===== src/logic/issue_pkg.sv =====
/*
 * Shared widths, opcode and unit command encodings, and the bundles
 * passed between the decoder, the issue stage and the execution units.
 */

package issue_pkg;

    localparam int XLEN       = 32;
    localparam int REG_ADDR_W = 5;

    // Decoded instruction kinds accepted by the issue stage
    typedef enum logic [5:0] {
        i_NOP,
        // Immediate arithmetic
        i_LUI, i_AUIPC, i_ADDI, i_XORI, i_ORI, i_ANDI,
        // Register arithmetic
        i_ADD, i_SUB, i_OR, i_AND, i_XOR,
        // Compare, jump and branch
        i_SLTI, i_SLTIU, i_JAL, i_JALR, i_SLT, i_SLTU,
        i_BEQ, i_BNE, i_BLT, i_BGE, i_BLTU, i_BGEU,
        // Shifts
        i_SLLI, i_SRLI, i_SRAI, i_SLL, i_SRL, i_SRA,
        // M extension
        i_MUL, i_MULH, i_MULHU, i_MULHSU, i_DIV, i_DIVU, i_REM, i_REMU,
        // Memory access
        i_LB, i_LH, i_LW, i_LBU, i_LHU, i_SB, i_SH, i_SW
    } opcode_t;

    // Command seen by a unit, c_NONE marks an idle cycle
    typedef enum logic [5:0] {
        c_NONE = 6'd0,
        c_ADD, c_SUB, c_XOR, c_OR, c_AND,
        c_SLT, c_SLTU, c_JAL, c_JALR,
        c_BEQ, c_BNE, c_BLT, c_BGE, c_BLTU, c_BGEU,
        c_SLL, c_SRL, c_SRA,
        c_MUL, c_MULH, c_MULHU, c_MULHSU, c_DIV, c_DIVU, c_REM, c_REMU,
        c_LB, c_LH, c_LW, c_LBU, c_LHU, c_SB, c_SH, c_SW
    } unit_cmd_t;

    // Execution class, muldiv covers both shift/muldiv units
    typedef enum logic [1:0] {
        U_ALU,
        U_BRANCH,
        U_MULDIV,
        U_LSU
    } unit_sel_t;

    typedef struct packed {
        logic [REG_ADDR_W-1:0] rs1;
        logic [REG_ADDR_W-1:0] rs2;
        logic [REG_ADDR_W-1:0] rd;
        logic [XLEN-1:0]       imm;
        logic [XLEN-1:0]       addr;
        opcode_t               opcode;
    } dec_instr_t;

    typedef struct packed {
        logic [XLEN-1:0]       arg0;
        logic [XLEN-1:0]       arg1;
        logic [XLEN-1:0]       addr;
        logic [XLEN-1:0]       imm;
        unit_cmd_t             cmd;
        logic [REG_ADDR_W-1:0] rd;
    } unit_req_t;

    // Level busy flags, one per unit port
    typedef struct packed {
        logic alu;
        logic branch;
        logic muldiv0;
        logic muldiv1;
        logic lsu;
    } unit_busy_t;

    // Value of a unit port that carries no request
    localparam unit_req_t REQ_IDLE = '{
        arg0: '0,
        arg1: '0,
        addr: '0,
        imm:  '0,
        cmd:  c_NONE,
        rd:   '0
    };

endpackage


===== src/logic/issue_hold.sv =====
/*
 * Hold register of the issue stage. Captures one decoded instruction and
 * keeps it while the dispatch logic stalls on busy units.
 */

`timescale 1ns/10ps

module issue_hold (
    input  logic                                   clk,
    input  logic                                   rst_n,
    input  logic                                   i_flush,
    input  logic                                   i_valid,
    input  issue_pkg::dec_instr_t                  i_instr,
    input  logic                                   i_stall,
    output issue_pkg::dec_instr_t                  o_held,
    output logic                                   o_held_valid,
    output logic [issue_pkg::REG_ADDR_W-1:0]       o_reg_ra0,
    output logic [issue_pkg::REG_ADDR_W-1:0]       o_reg_ra1,
    output logic                                   o_busy
);

    // Occupancy flag, flush drops whatever sits here
    always_ff @(posedge clk or negedge rst_n) begin
        if (!rst_n) begin
            o_held_valid <= 1'b0;
        end else if (i_flush) begin
            o_held_valid <= 1'b0;
        end else if (!i_stall) begin
            o_held_valid <= i_valid;
        end
    end

    always_ff @(posedge clk) begin
        if (!i_stall) begin
            o_held <= i_instr;
        end
    end

    // Register file is read straight from the held sources
    assign o_reg_ra0 = o_held.rs1;
    assign o_reg_ra1 = o_held.rs2;
    assign o_busy    = i_stall;

endmodule


===== config.mk =====
export PLATFORM = sky130hd
export DESIGN_NAME = issue_hold
export DESIGN_NICKNAME = d
export VERILOG_FILES = /design/src/logic/issue_pkg.sv /design/src/logic/issue_hold.sv
export SDC_FILE = /design/constraint.sdc
export NUM_CORES = 1
export LEC_CHECK = 0
export BUFFER_PORTS_ARGS = -buffer_cell sky130_fd_sc_hd__buf_2
export CAP_MARGIN = 20
export CORE_ASPECT_RATIO = 1.2
export CORE_MARGIN = 1.5
export CORE_UTILIZATION = 25
export DETAILED_ROUTE_END_ITERATION = 7
export MAX_ROUTING_LAYER = met4
export PLACE_DENSITY_LB_ADDON = 0.12
export SLEW_MARGIN = 0
export SYNTH_ARGS = -nofsm -noshare
export SYNTH_HDL_FRONTEND = slang
export SYNTH_SLANG_ARGS = --single-unit

===== constraint.sdc =====
create_clock -name clk -period 0.8 [get_ports clk]
set_input_delay 0.08 -clock clk [delete_from_list [all_inputs] [get_ports clk]]
set_output_delay 0.08 -clock clk [all_outputs]
set_load 0.05 [all_outputs]

Word level (Yosys, flattened, before mapping):

Cells that the tools add are included.

* input port bits: 90
* output and inout bits: 97
* flip-flop bits (word level): 86
* logic and storage cells: 10

* eq/ne operators: 1
* multiplexer cells: 2

Operator list (count)
* 2-to-1 mux 1 bit: 2
* != test 2 bit, second input constant: 1

Depth between registers and ports, before layout:

* depth after elaboration: 2
* depth in mapped cells: 2
* gate-level depth less buffers: 2

Least setup slack after synthesis:

Ideal clock, no wire load.

* path kind: input to register
* start: input i_stall
* end: register o_held[0] (netlist bit) (enable)
* data required time: 0.362 ns
* buffers on the path: 0
* arrival: 1.726 ns
* cell stages on the path: 1
* setup slack: -1.364 ns
* library setup time: 0.438 ns
* cell sequence: inv_1

RTL lines
* start, declared: line issue_hold.sv:14 `input logic i_stall,`
* end signal, assigned: line issue_hold.sv:35 `o_held <= i_instr;`
* end, declared: line issue_hold.sv:15 `output issue_pkg::dec_instr_t o_held,`

No word-level cell between the ends.

Worst setup path in the final report:

* start: register o_held (netlist bit o_reg_ra1[2])
* end: output o_reg_ra1[2] (netlist bit)

RTL lines
* end, declared: line issue_hold.sv:18 `output logic [issue_pkg::REG_ADDR_W-1:0] o_reg_ra1,`

No word-level cell between the ends.

==> results.py <==
metrics = {
    "drt": {
        "dr_wl_met3_um": 379,
        "viasPerCell": 3.849,
        "drt-initial-drc-count": 64,
        "wl_met1_mm": 2.466,
        "highest_layer": "met4",
        "routedWlPerCell_um": 14.09,
        "postRouteAntennaNets": 0,
        "drt_wl_total_mm": 7.200,
        "route.met2.wl_mm": 4.218,
        "vias": 1967,
        "drc": 0,
        "drt_pass1_iterations": 3,
    },
    "clock_tree": {
        "cts.path.max_buffers": 2,
        "clk_root_buffer_cell": "clkbuf_16",
        "cts_buffers": 9,
        "htreeDepth": 3,
        "cts_tree": "built",
        "postCtsSetupBuffers": 0,
        "path_clk_slew_ns": 0.06,
        "worstSkewPairLatency_ns": 0.33,
        "clock_sinks": 86,
    },
    "setup_path": {
        "path_cells": "buf_6",
        "r2r_end": "o_held_valid",
        "cp_max_fo": 2,
        "cp_slowest_cell": "edfxtp_1",
        "worst-r2r-cell-count": 2,
        "max_stage_delay_ns": 0.43,
        "worstSetupPathType": "register to primary output",
        "cp_top_family": "flip-flops",
        "reg2reg_slack_ns": 0.08,
        "critPathBufInv": 1,
        "crit_path_start_kind": "register",
        "worstReg2RegStart": "o_held_valid",
        "crit_required_ns": 0.72,
        "cp.depth": 1,
        "endpoint_kind": "primary output",
        "cp.arrival_ns": 0.94,
    },
    "timing": {
        "fin_setup_tns_ns": -16.17,
        "rsz0062_at_grt": "true",
        "hold_viol": 0,
        "period_needed_ns": 1.022,
        "finalSetupViolations": 96,
        "fmax_ghz": 0.9788,
        "slew_violations": 0,
        "tightestPinTransition_ns": 0.2589,
        "whs_ns": 0.03669,
        "final.period_utilization_pct": 127.7,
        "max_slew_margin_pct": 82.86,
        "skew_ns": 0,
        "setup_slack_ns": -0.2217,
    },
    "logic_synthesis": {
        "ys_seq_elements": 86,
        "syn_nets": 190,
        "postSynthAreaPerCell_um2": 26.78,
        "syn_inst": 100,
        "synthDistinctLibCells": 6,
        "netlist_area_um2": 2678,
        "yosysSeqAreaShare_pct": 96.26,
        "yosysWarnings": 0,
    },
    "final_layout": {
        "area_growth_pct": 106.1,
        "final_net_count": 467,
        "diodes": 0,
        "layout_commonest_cell": "buf_6",
        "post-route-util_pct": 52.74,
        "fin_cells": 511,
        "drive_gt1_share_pct": 53.14,
        "layout_common_cells": "buf_6, buf_2, dlygate4sd3_1",
        "final_area_um2": 5519,
    },
    "global_routing": {
        "grt_usage_pct": 12.73,
        "grt_max_degree": 45,
        "grt_overflow_total": 0,
        "antenna_found_initial": 0,
        "grt_pass1_vias": 2126,
        "grt_pass1_wl_mm": 10.35,
    },
    "placement": {
        "dp_cells": 407,
        "gp_congestion": 0.6816,
        "port_buffers": 186,
        "pre_cts_ws_ns": -0.1047,
        "placed_area_um2": 3740,
        "dpl.hpwl_mm": 4.479,
    },
    "floorplan": {
        "num_rows": 41,
        "design.portCount": 187,
        "initial_core_util_pct": 25.59,
        "die_area_um2": 11340,
        "coreArea_um2": 10470,
        "die_y_um": 116.4,
        "die_w_um": 97.48,
    },
    "power": {
        "vdd_ir_drop_max_mv": 1.036,
        "leakage_nw": 2.324,
        "power_density_nw_per_um2": 2305,
        "total_power_mw": 12.72,
    },
    "run_status": {
        "violations": "negative setup slack",
        "outcome": "finished with violations",
    },
    "min_path": {
        "hold_class": "input port to asynchronous set/reset pin",
    },
    "job": {
        "cap_violations": 0,
    },
}
Yosys cell counts:
library cell / number / area, um2
buf_4: 11 / 82.58
dfrtp_1: 1 / 25.02
edfxtp_1: 85 / 2552
inv_1: 1 / 3.750
mux2i_1: 1 / 10.01
nor2_1: 1 / 3.750
state kept, by name, summed over array words and instances (netlist names):
name	flops
o_reg_ra1	5
o_held	75
o_held_valid	1
o_reg_ra0	5
how the worst max path moves through the flow:
stage                             from      endpoint  slack, ns
after floorplan                i_stall     o_held[0]      -0.87
after detailed placement       i_stall  o_reg_ra1[0]      -0.10
after CTS                 o_reg_ra1[2]    o_held[77]      -0.25
after global routing      o_reg_ra1[2]    o_held[77]      -0.27
after global placement         i_stall    o_held[20]      -0.10
final                     o_reg_ra1[2]  o_reg_ra1[2]      -0.22
kinds of logic after synthesis:
| group | count (synthesis) | synth area share, % |
|---|---|---|
| buffers and inverters | 12 | 3.224 |
| flip-flops | 86 | 96.26 |
| multiplexers | 1 | 0.3738 |
| AND/OR/NAND/NOR | 1 | 0.1401 |
area by class of cell:
class / count / area, um2
fill: 880 / 4946
sequential: 86 / 2579
inverter: 1 / 7.507
timing repair buffer: 277 / 2452
clock inverter: 6 / 76.32
multi-input combinational: 2 / 13.76
tap: 129 / 161.4
clock buffer: 10 / 229.0
routing by layer:
layer / vias up / track usage [%]
li1: 937 / -
met5: - / -
met2: 84 / 23.84
met1: 934 / 12.29
met4: 0 / 6.571
met3: 12 / 2.932
repair_timing:
item,4_1_cts,5_1_grt
endpoints found under the hold margin,87,0
hold buffers,88,0
setup endpoints to repair,96,96
gates resized for setup,184,8
power by group:
part	internal (mW)	switching, mW
sequential	5.36	0.175
clock	2.70	1.59
combinational	1.16	1.74
(Power assumes the default switching activity.)
