$ cat config.mk
export PLATFORM = sky130hd
export DESIGN_NAME = unit_dispatch
export DESIGN_NICKNAME = d
export VERILOG_FILES = /design/src/logic/issue_pkg.sv /design/src/logic/unit_dispatch.sv
export SDC_FILE = /design/constraint.sdc
export NUM_CORES = 1
export LEC_CHECK = 0
export BUFFER_PORTS_ARGS = -buffer_cell sky130_fd_sc_hd__buf_4
export CORE_AREA = 2 2 336 338
export CTS_CLUSTER_SIZE = 14
export DETAILED_ROUTE_END_ITERATION = 10
export DIE_AREA = 0 0 338 340
export PLACE_DENSITY = 0.39
export SLEW_MARGIN = 20
export SYNTH_ARGS = -nofsm -noshare
export SYNTH_HDL_FRONTEND = slang
export SYNTH_SLANG_ARGS = --single-unit
export TNS_END_PERCENT = 20
$ cat constraint.sdc
create_clock -name clk -period 0.8 [get_ports clk]
set_input_delay 0.04 -clock clk [delete_from_list [all_inputs] [get_ports clk]]
set_output_delay 0.04 -clock clk [all_outputs]
set_load 0.1 [all_outputs]
$ cat src/logic/issue_pkg.sv
/*
 * Shared widths, opcode and unit command encodings, and the bundles
 * passed between the decoder, the issue stage and the execution units.
 */

package issue_pkg;

    localparam int XLEN       = 32;
    localparam int REG_ADDR_W = 5;

    // Decoded instruction kinds accepted by the issue stage
    typedef enum logic [5:0] {
        i_NOP,
        // Immediate arithmetic
        i_LUI, i_AUIPC, i_ADDI, i_XORI, i_ORI, i_ANDI,
        // Register arithmetic
        i_ADD, i_SUB, i_OR, i_AND, i_XOR,
        // Compare, jump and branch
        i_SLTI, i_SLTIU, i_JAL, i_JALR, i_SLT, i_SLTU,
        i_BEQ, i_BNE, i_BLT, i_BGE, i_BLTU, i_BGEU,
        // Shifts
        i_SLLI, i_SRLI, i_SRAI, i_SLL, i_SRL, i_SRA,
        // M extension
        i_MUL, i_MULH, i_MULHU, i_MULHSU, i_DIV, i_DIVU, i_REM, i_REMU,
        // Memory access
        i_LB, i_LH, i_LW, i_LBU, i_LHU, i_SB, i_SH, i_SW
    } opcode_t;

    // Command seen by a unit, c_NONE marks an idle cycle
    typedef enum logic [5:0] {
        c_NONE = 6'd0,
        c_ADD, c_SUB, c_XOR, c_OR, c_AND,
        c_SLT, c_SLTU, c_JAL, c_JALR,
        c_BEQ, c_BNE, c_BLT, c_BGE, c_BLTU, c_BGEU,
        c_SLL, c_SRL, c_SRA,
        c_MUL, c_MULH, c_MULHU, c_MULHSU, c_DIV, c_DIVU, c_REM, c_REMU,
        c_LB, c_LH, c_LW, c_LBU, c_LHU, c_SB, c_SH, c_SW
    } unit_cmd_t;

    // Execution class, muldiv covers both shift/muldiv units
    typedef enum logic [1:0] {
        U_ALU,
        U_BRANCH,
        U_MULDIV,
        U_LSU
    } unit_sel_t;

    typedef struct packed {
        logic [REG_ADDR_W-1:0] rs1;
        logic [REG_ADDR_W-1:0] rs2;
        logic [REG_ADDR_W-1:0] rd;
        logic [XLEN-1:0]       imm;
        logic [XLEN-1:0]       addr;
        opcode_t               opcode;
    } dec_instr_t;

    typedef struct packed {
        logic [XLEN-1:0]       arg0;
        logic [XLEN-1:0]       arg1;
        logic [XLEN-1:0]       addr;
        logic [XLEN-1:0]       imm;
        unit_cmd_t             cmd;
        logic [REG_ADDR_W-1:0] rd;
    } unit_req_t;

    // Level busy flags, one per unit port
    typedef struct packed {
        logic alu;
        logic branch;
        logic muldiv0;
        logic muldiv1;
        logic lsu;
    } unit_busy_t;

    // Value of a unit port that carries no request
    localparam unit_req_t REQ_IDLE = '{
        arg0: '0,
        arg1: '0,
        addr: '0,
        imm:  '0,
        cmd:  c_NONE,
        rd:   '0
    };

endpackage

$ cat src/logic/unit_dispatch.sv
/*
 * Dispatch side of the issue stage. Assembles operands, picks a free unit
 * for the held instruction and registers the request on that unit port.
 */

`timescale 1ns/10ps

module unit_dispatch (
    input  logic                             clk,
    input  logic                             rst_n,
    input  logic                             i_flush,
    input  issue_pkg::dec_instr_t            i_held,
    input  logic                             i_held_valid,
    input  issue_pkg::unit_sel_t             i_unit,
    input  issue_pkg::unit_cmd_t             i_cmd,
    input  logic                             i_use_imm,
    input  logic [issue_pkg::XLEN-1:0]       i_reg_rd0,
    input  logic [issue_pkg::XLEN-1:0]       i_reg_rd1,
    input  issue_pkg::unit_busy_t            i_busy,
    output logic                             o_stall,
    output issue_pkg::unit_req_t             o_alu,
    output issue_pkg::unit_req_t             o_branch,
    output issue_pkg::unit_req_t             o_muldiv0,
    output issue_pkg::unit_req_t             o_muldiv1,
    output issue_pkg::unit_req_t             o_lsu
);

    issue_pkg::unit_req_t req;
    logic                 pick_alu;
    logic                 pick_branch;
    logic                 pick_md0;
    logic                 pick_md1;
    logic                 pick_lsu;

    // Request to a port that was not picked is the idle word
    function automatic issue_pkg::unit_req_t gate_req(input logic pick,
                                                      input issue_pkg::unit_req_t r);
        return pick ? r : issue_pkg::REQ_IDLE;
    endfunction

    always_comb begin
        req.arg0 = i_reg_rd0;
        req.arg1 = i_use_imm ? i_held.imm : i_reg_rd1;
        req.addr = i_held.addr;
        req.imm  = i_held.imm;
        req.cmd  = i_cmd;
        // NOP writes back nowhere
        req.rd   = (i_held.opcode == issue_pkg::i_NOP) ? '0 : i_held.rd;
    end

    // Target selection, muldiv0 has priority over muldiv1
    always_comb begin
        pick_alu    = 1'b0;
        pick_branch = 1'b0;
        pick_md0    = 1'b0;
        pick_md1    = 1'b0;
        pick_lsu    = 1'b0;
        if (i_held_valid) begin
            case (i_unit)
                issue_pkg::U_ALU:    pick_alu    = !i_busy.alu;
                issue_pkg::U_BRANCH: pick_branch = !i_busy.branch;
                issue_pkg::U_MULDIV: begin
                    pick_md0 = !i_busy.muldiv0;
                    pick_md1 = i_busy.muldiv0 && !i_busy.muldiv1;
                end
                issue_pkg::U_LSU:    pick_lsu    = !i_busy.lsu;
            endcase
        end
    end

    assign o_stall = i_held_valid &&
                     !(pick_alu || pick_branch || pick_md0 || pick_md1 || pick_lsu);

    // Every port is rewritten each cycle, so a request lasts one cycle
    always_ff @(posedge clk or negedge rst_n) begin
        if (!rst_n) begin
            o_alu     <= issue_pkg::REQ_IDLE;
            o_branch  <= issue_pkg::REQ_IDLE;
            o_muldiv0 <= issue_pkg::REQ_IDLE;
            o_muldiv1 <= issue_pkg::REQ_IDLE;
            o_lsu     <= issue_pkg::REQ_IDLE;
        end else begin
            o_alu     <= gate_req(pick_alu && !i_flush, req);
            o_branch  <= gate_req(pick_branch && !i_flush, req);
            o_muldiv0 <= gate_req(pick_md0 && !i_flush, req);
            o_muldiv1 <= gate_req(pick_md1 && !i_flush, req);
            o_lsu     <= gate_req(pick_lsu && !i_flush, req);
        end
    end

    a_one_port: assert property (@(posedge clk) disable iff (!rst_n)
        $onehot0({o_alu.cmd != issue_pkg::c_NONE, o_branch.cmd != issue_pkg::c_NONE,
                  o_muldiv0.cmd != issue_pkg::c_NONE, o_muldiv1.cmd != issue_pkg::c_NONE,
                  o_lsu.cmd != issue_pkg::c_NONE}))
        else $error("more than one unit port carries a command");

endmodule

Word level (Yosys, flattened, before mapping):

Cells that the tools add are included.

* bits of input ports: 167
* register bits: 695
* logic and storage cells: 70

* eq/ne operators: 3
* reductions and logical operators: 20
* multiplexer cells: 17

Operator list (number)
* $mux 139: 5
* $mux 32: 1
* $mux 1: 10
* $logic_and 1x1->1: 7
* $logic_not 1->1: 7
* $logic_not 6->1: 1
* $mux 5: 1
* $eq 2x2->1 const B: 2
* $logic_or 1x1->1: 4
* $eq 2x1->1 const B: 1
* $logic_not 2->1: 1

Logic depth before layout (Yosys ltp):

* depth after elaboration: 9
* gate-level depth with buffers: 6
* gate-level depth less buffers: 3

Worst setup path before layout:

No wires, ideal clock.

* path type: input to output
* start point: input port i_busy[0] in the netlist's numbering
* end point: output port o_stall
* arrival: 1.261 ns
* data required time: 0.760 ns
* slack: -0.501 ns
* buffers on the path: 1
* stages: 4
* cells stage by stage: and2b_1 > buf_2 > o21ai_0 > o211a_1

* longest elaborated chain between the ends: 6

Ends and longest elaborated chain
* from (decl): line unit_dispatch.sv:19 `input issue_pkg::unit_busy_t i_busy,`
* $logic_not 1->1: line unit_dispatch.sv:66 `issue_pkg::U_LSU: pick_lsu = !i_busy.lsu;`
* $mux 1: line unit_dispatch.sv:59 `case (i_unit)`
* $mux 1: line unit_dispatch.sv:58 `if (i_held_valid) begin`
* $logic_or 1x1->1: line unit_dispatch.sv:72 `!(pick_alu || pick_branch || pick_md0 || pick_md1 || pick_lsu);`
* $logic_not 1->1: line unit_dispatch.sv:72
* $logic_and 1x1->1: line unit_dispatch.sv:71 `assign o_stall = i_held_valid &&`
* to (decl): line unit_dispatch.sv:20 `output logic o_stall,`

Every way passes these cells.

Worst setup path after layout:

* start point: register o_lsu[127] in the netlist's numbering
* end point: output port o_lsu[127] in the netlist's numbering

RTL lines
* from (decl): line unit_dispatch.sv:25 `output issue_pkg::unit_req_t o_lsu`
* from (signal assigned): line unit_dispatch.sv:81 `o_lsu <= issue_pkg::REQ_IDLE;`
* from (signal assigned): line unit_dispatch.sv:87 `o_lsu <= gate_req(pick_lsu && !i_flush, req);`

No word-level cell between the ends.

==> metrics <==
full die area=115000 sq um; main combinational cell family by area after synthesis=simple AND/OR/NAND/NOR gates; Vias=about 16k; Hold WS=-0.0614 ns; Critical Path Max Stage Delay=approximately 0.45 ns; Clock Path Buffers=3; # H-tree levels=3; Die X=between 300 and 400 um; Slew Viols, Final=0; routed len/inst=21.8 um; Root Buffer=clkbuf_16; number of top-level pins=~860; Mean Syn Cell Area=between 10 and 15 sq um; pwr dens=~1900 nW/um^2; Cell Chain, Critical Path=buf_12; share of cells above drive strength 1=0.427; total CTS buffers=81; first-pass GRT wire length=between 100000 and 150000 um; simple-gate portion of the synthesized area=0.181; asr flop ratio synth=1.00; gpl congestion=about 0.8; max frequency=between 700 and 800 MHz; Yosys top cell area share=0.779; Synth Area in XOR/XNOR=0; synth cell count leaders=dfrtp_1 (695), and2_1 (307), and3_1 (209); worst vdd ir=approximately 1200 uV; CTS tree=done; Syn. warnings=0; Avg Vias per Cell=roughly 3.8; nature of the critical path endpoint=output port; slew at the pin closest to its max-slew limit=0.419 ns; Clock transition at path regs=roughly 0.060 ns; Post-Syn Area=about 22000 sq um; Lkg Pwr=about 21 nW; final setup fails=roughly 740; Worst EP arrival=1.28 ns; Seq/Total Area, Yosys=0.779; Congestion Overflow GR=0; GRT Total Usage=0.158; Worst path top cell family by delay=flip-flops; cts hold-fix bufs=140; Post-CTS Setup Bufs=0; failing checks=negative hold slack, negative setup slack; Final WS setup=-0.516 ns; CP max stage cell=dfrtp_2; initial antenna violation count=10; largest net degree at the start of global routing=75; Syn-to-layout area delta=90.4%; CP Class=flop to output port; RSZ-0062 raised after global routing=yes; DRC=0; Initial Util=0.200; Critical Path RT=around 0.76 ns; Buf/Inv on CP=1; part of the cycle the worst path needs=1.65; Fin. Hold Viols=89; Post-synth top flop=dfrtp_1; core area=roughly 110000 sq um; vias in the first global route=around 18k; DP HPWL=between 60000 and 70000 um; ANT nets after route=0; row cnt=~120; Power Total=between 80 and 90 mW; Max FO, Critical Path=1; post-synthesis adder-cell area fraction=0; compound-cell area share of the yosys netlist=0.00202; I/O Buffers=852; Sink Count=roughly 700; DRT Pass-1 Iters=4; die height=about 340 um; Cell variety after synth=27; EDFF count, synth=0; 1st-iter DRT viols=516; crit path launch type=flop; Nets=2811; max-cap viol count=0; syn_nets=~1.7k; main area contributors after synthesis=dfrtp_1 (78%), and2_1 (8.6%), and3_1 (5.9%); area leader, netlist=dfrtp_1; most common cell in the netlist=dfrtp_1; Max-slew headroom=0.721; status=complete, but fails checks; Syn Inst Count=1549; Tmin final=approximately 1.3 ns; Yosys reg bits=just under 700; Routed WL=slightly above 90000 um; Hold Path Class=input port to flop; multiplexer share of the synthesized area=0.0143
==> placed cells by master, fill, tap and decap left out, types with 5 or more instances in the layout <==
| cell type | instances |
|---|---|
| clkinv_2 | 20 |
| and2_1 | 307 |
| buf_8 | 388 |
| and3_1 | 209 |
| o21ai_0 | 5 |
| buf_12 | 313 |
| diode_2 | 6 |
| clkbuf_16 | 82 |
| dfrtp_1 | 693 |
| buf_6 | 13 |
| clkbuf_1 | 14 |
| dlygate4sd3_1 | 140 |
| clkbuf_8 | 17 |
| nor2_1 | 181 |
| mux2i_4 | 30 |
| bufinv_16 | 6 |
| buf_4 | 257 |
==> power by group <==
group          internal, mW  switching [mW]
combinational          2.96            5.18
clock                  22.5            15.3
sequential             35.5           0.241
total                  60.9            20.8
==> per-stage QoR <==
step | setup slack (ns) | setup TNS, ns | area [sq um] | util | instances
after floorplan | -0.298 | -146.29 | 22900 | - | 1549
after global placement | -0.651 | -334.77 | 32100 | 0.288 | 3921
after detailed placement | -0.676 | -340.19 | 32100 | 0.288 | 3921
after CTS | -0.605 | -379.68 | 39500 | 0.354 | 4212
after global routing | -0.585 | -363.59 | 42500 | 0.381 | 4217
final | -0.516 | -312.56 | 42500 | 0.381 | 4218
==> routing by layer <==
metal / track usage / wire length (um) / part of all wire / up-vias
li1: - / - / - / 7130
met1: 0.179 / 33800 / 0.37 / 8248
met2: 0.268 / 46000 / 0.50 / 650
met3: 0.0587 / 8980 / 0.097 / 163
met4: 0.0634 / 3380 / 0.037 / 0
met5: 0 / 0 / 0 / -
==> layout make-up <==
cell class	instances	area [sq um]
fill	10500	69100
sequential	695	17400
timing repair buffer	1111	15600
multi-input combinational	755	4880
clock buffer	113	2340
tap	1500	1880
clock inverter	38	420
antenna	6	15.0
==> repair_timing <==
action | CTS | global route
hold endpoints to repair | 1390 | 122
pin swaps | 0 | 2
setup endpoints to repair | 696 | 793
resized for setup | 814 | 754
==> tightest hold or removal path: stages <==
cell and delay, ns:
buf_8 0.09, nor4_4 0.05, buf_12 0.18, and2_1 0.17
==> path summary, 6_finish.rpt <==
| check | start | to | cells past startpoint |
|---|---|---|---|
| max in group asynchronous | rst_n | o_muldiv0[33] | 4 |
| min in group asynchronous | rst_n | o_lsu[15] | 3 |
| hold / removal | i_unit[1] | o_alu[23] | 4 |
| setup / recovery | o_lsu[127] | o_lsu[127] | 1 |
==> logic make-up (layout without fill, tap and decap cells) <==
logic type      after synthesis  after routing
buf+inv                      99           1262
flops                       695            695
simple gates                715            715
other cells                   0              6
mux                          32             32
compound gates                8              8
==> sequential cells by signal, indices dropped and copies added (netlist names) <==
signal	flops
o_alu	139
o_branch	139
o_lsu	139
o_muldiv1	139
o_muldiv0	139
(Power assumes the default switching activity.)
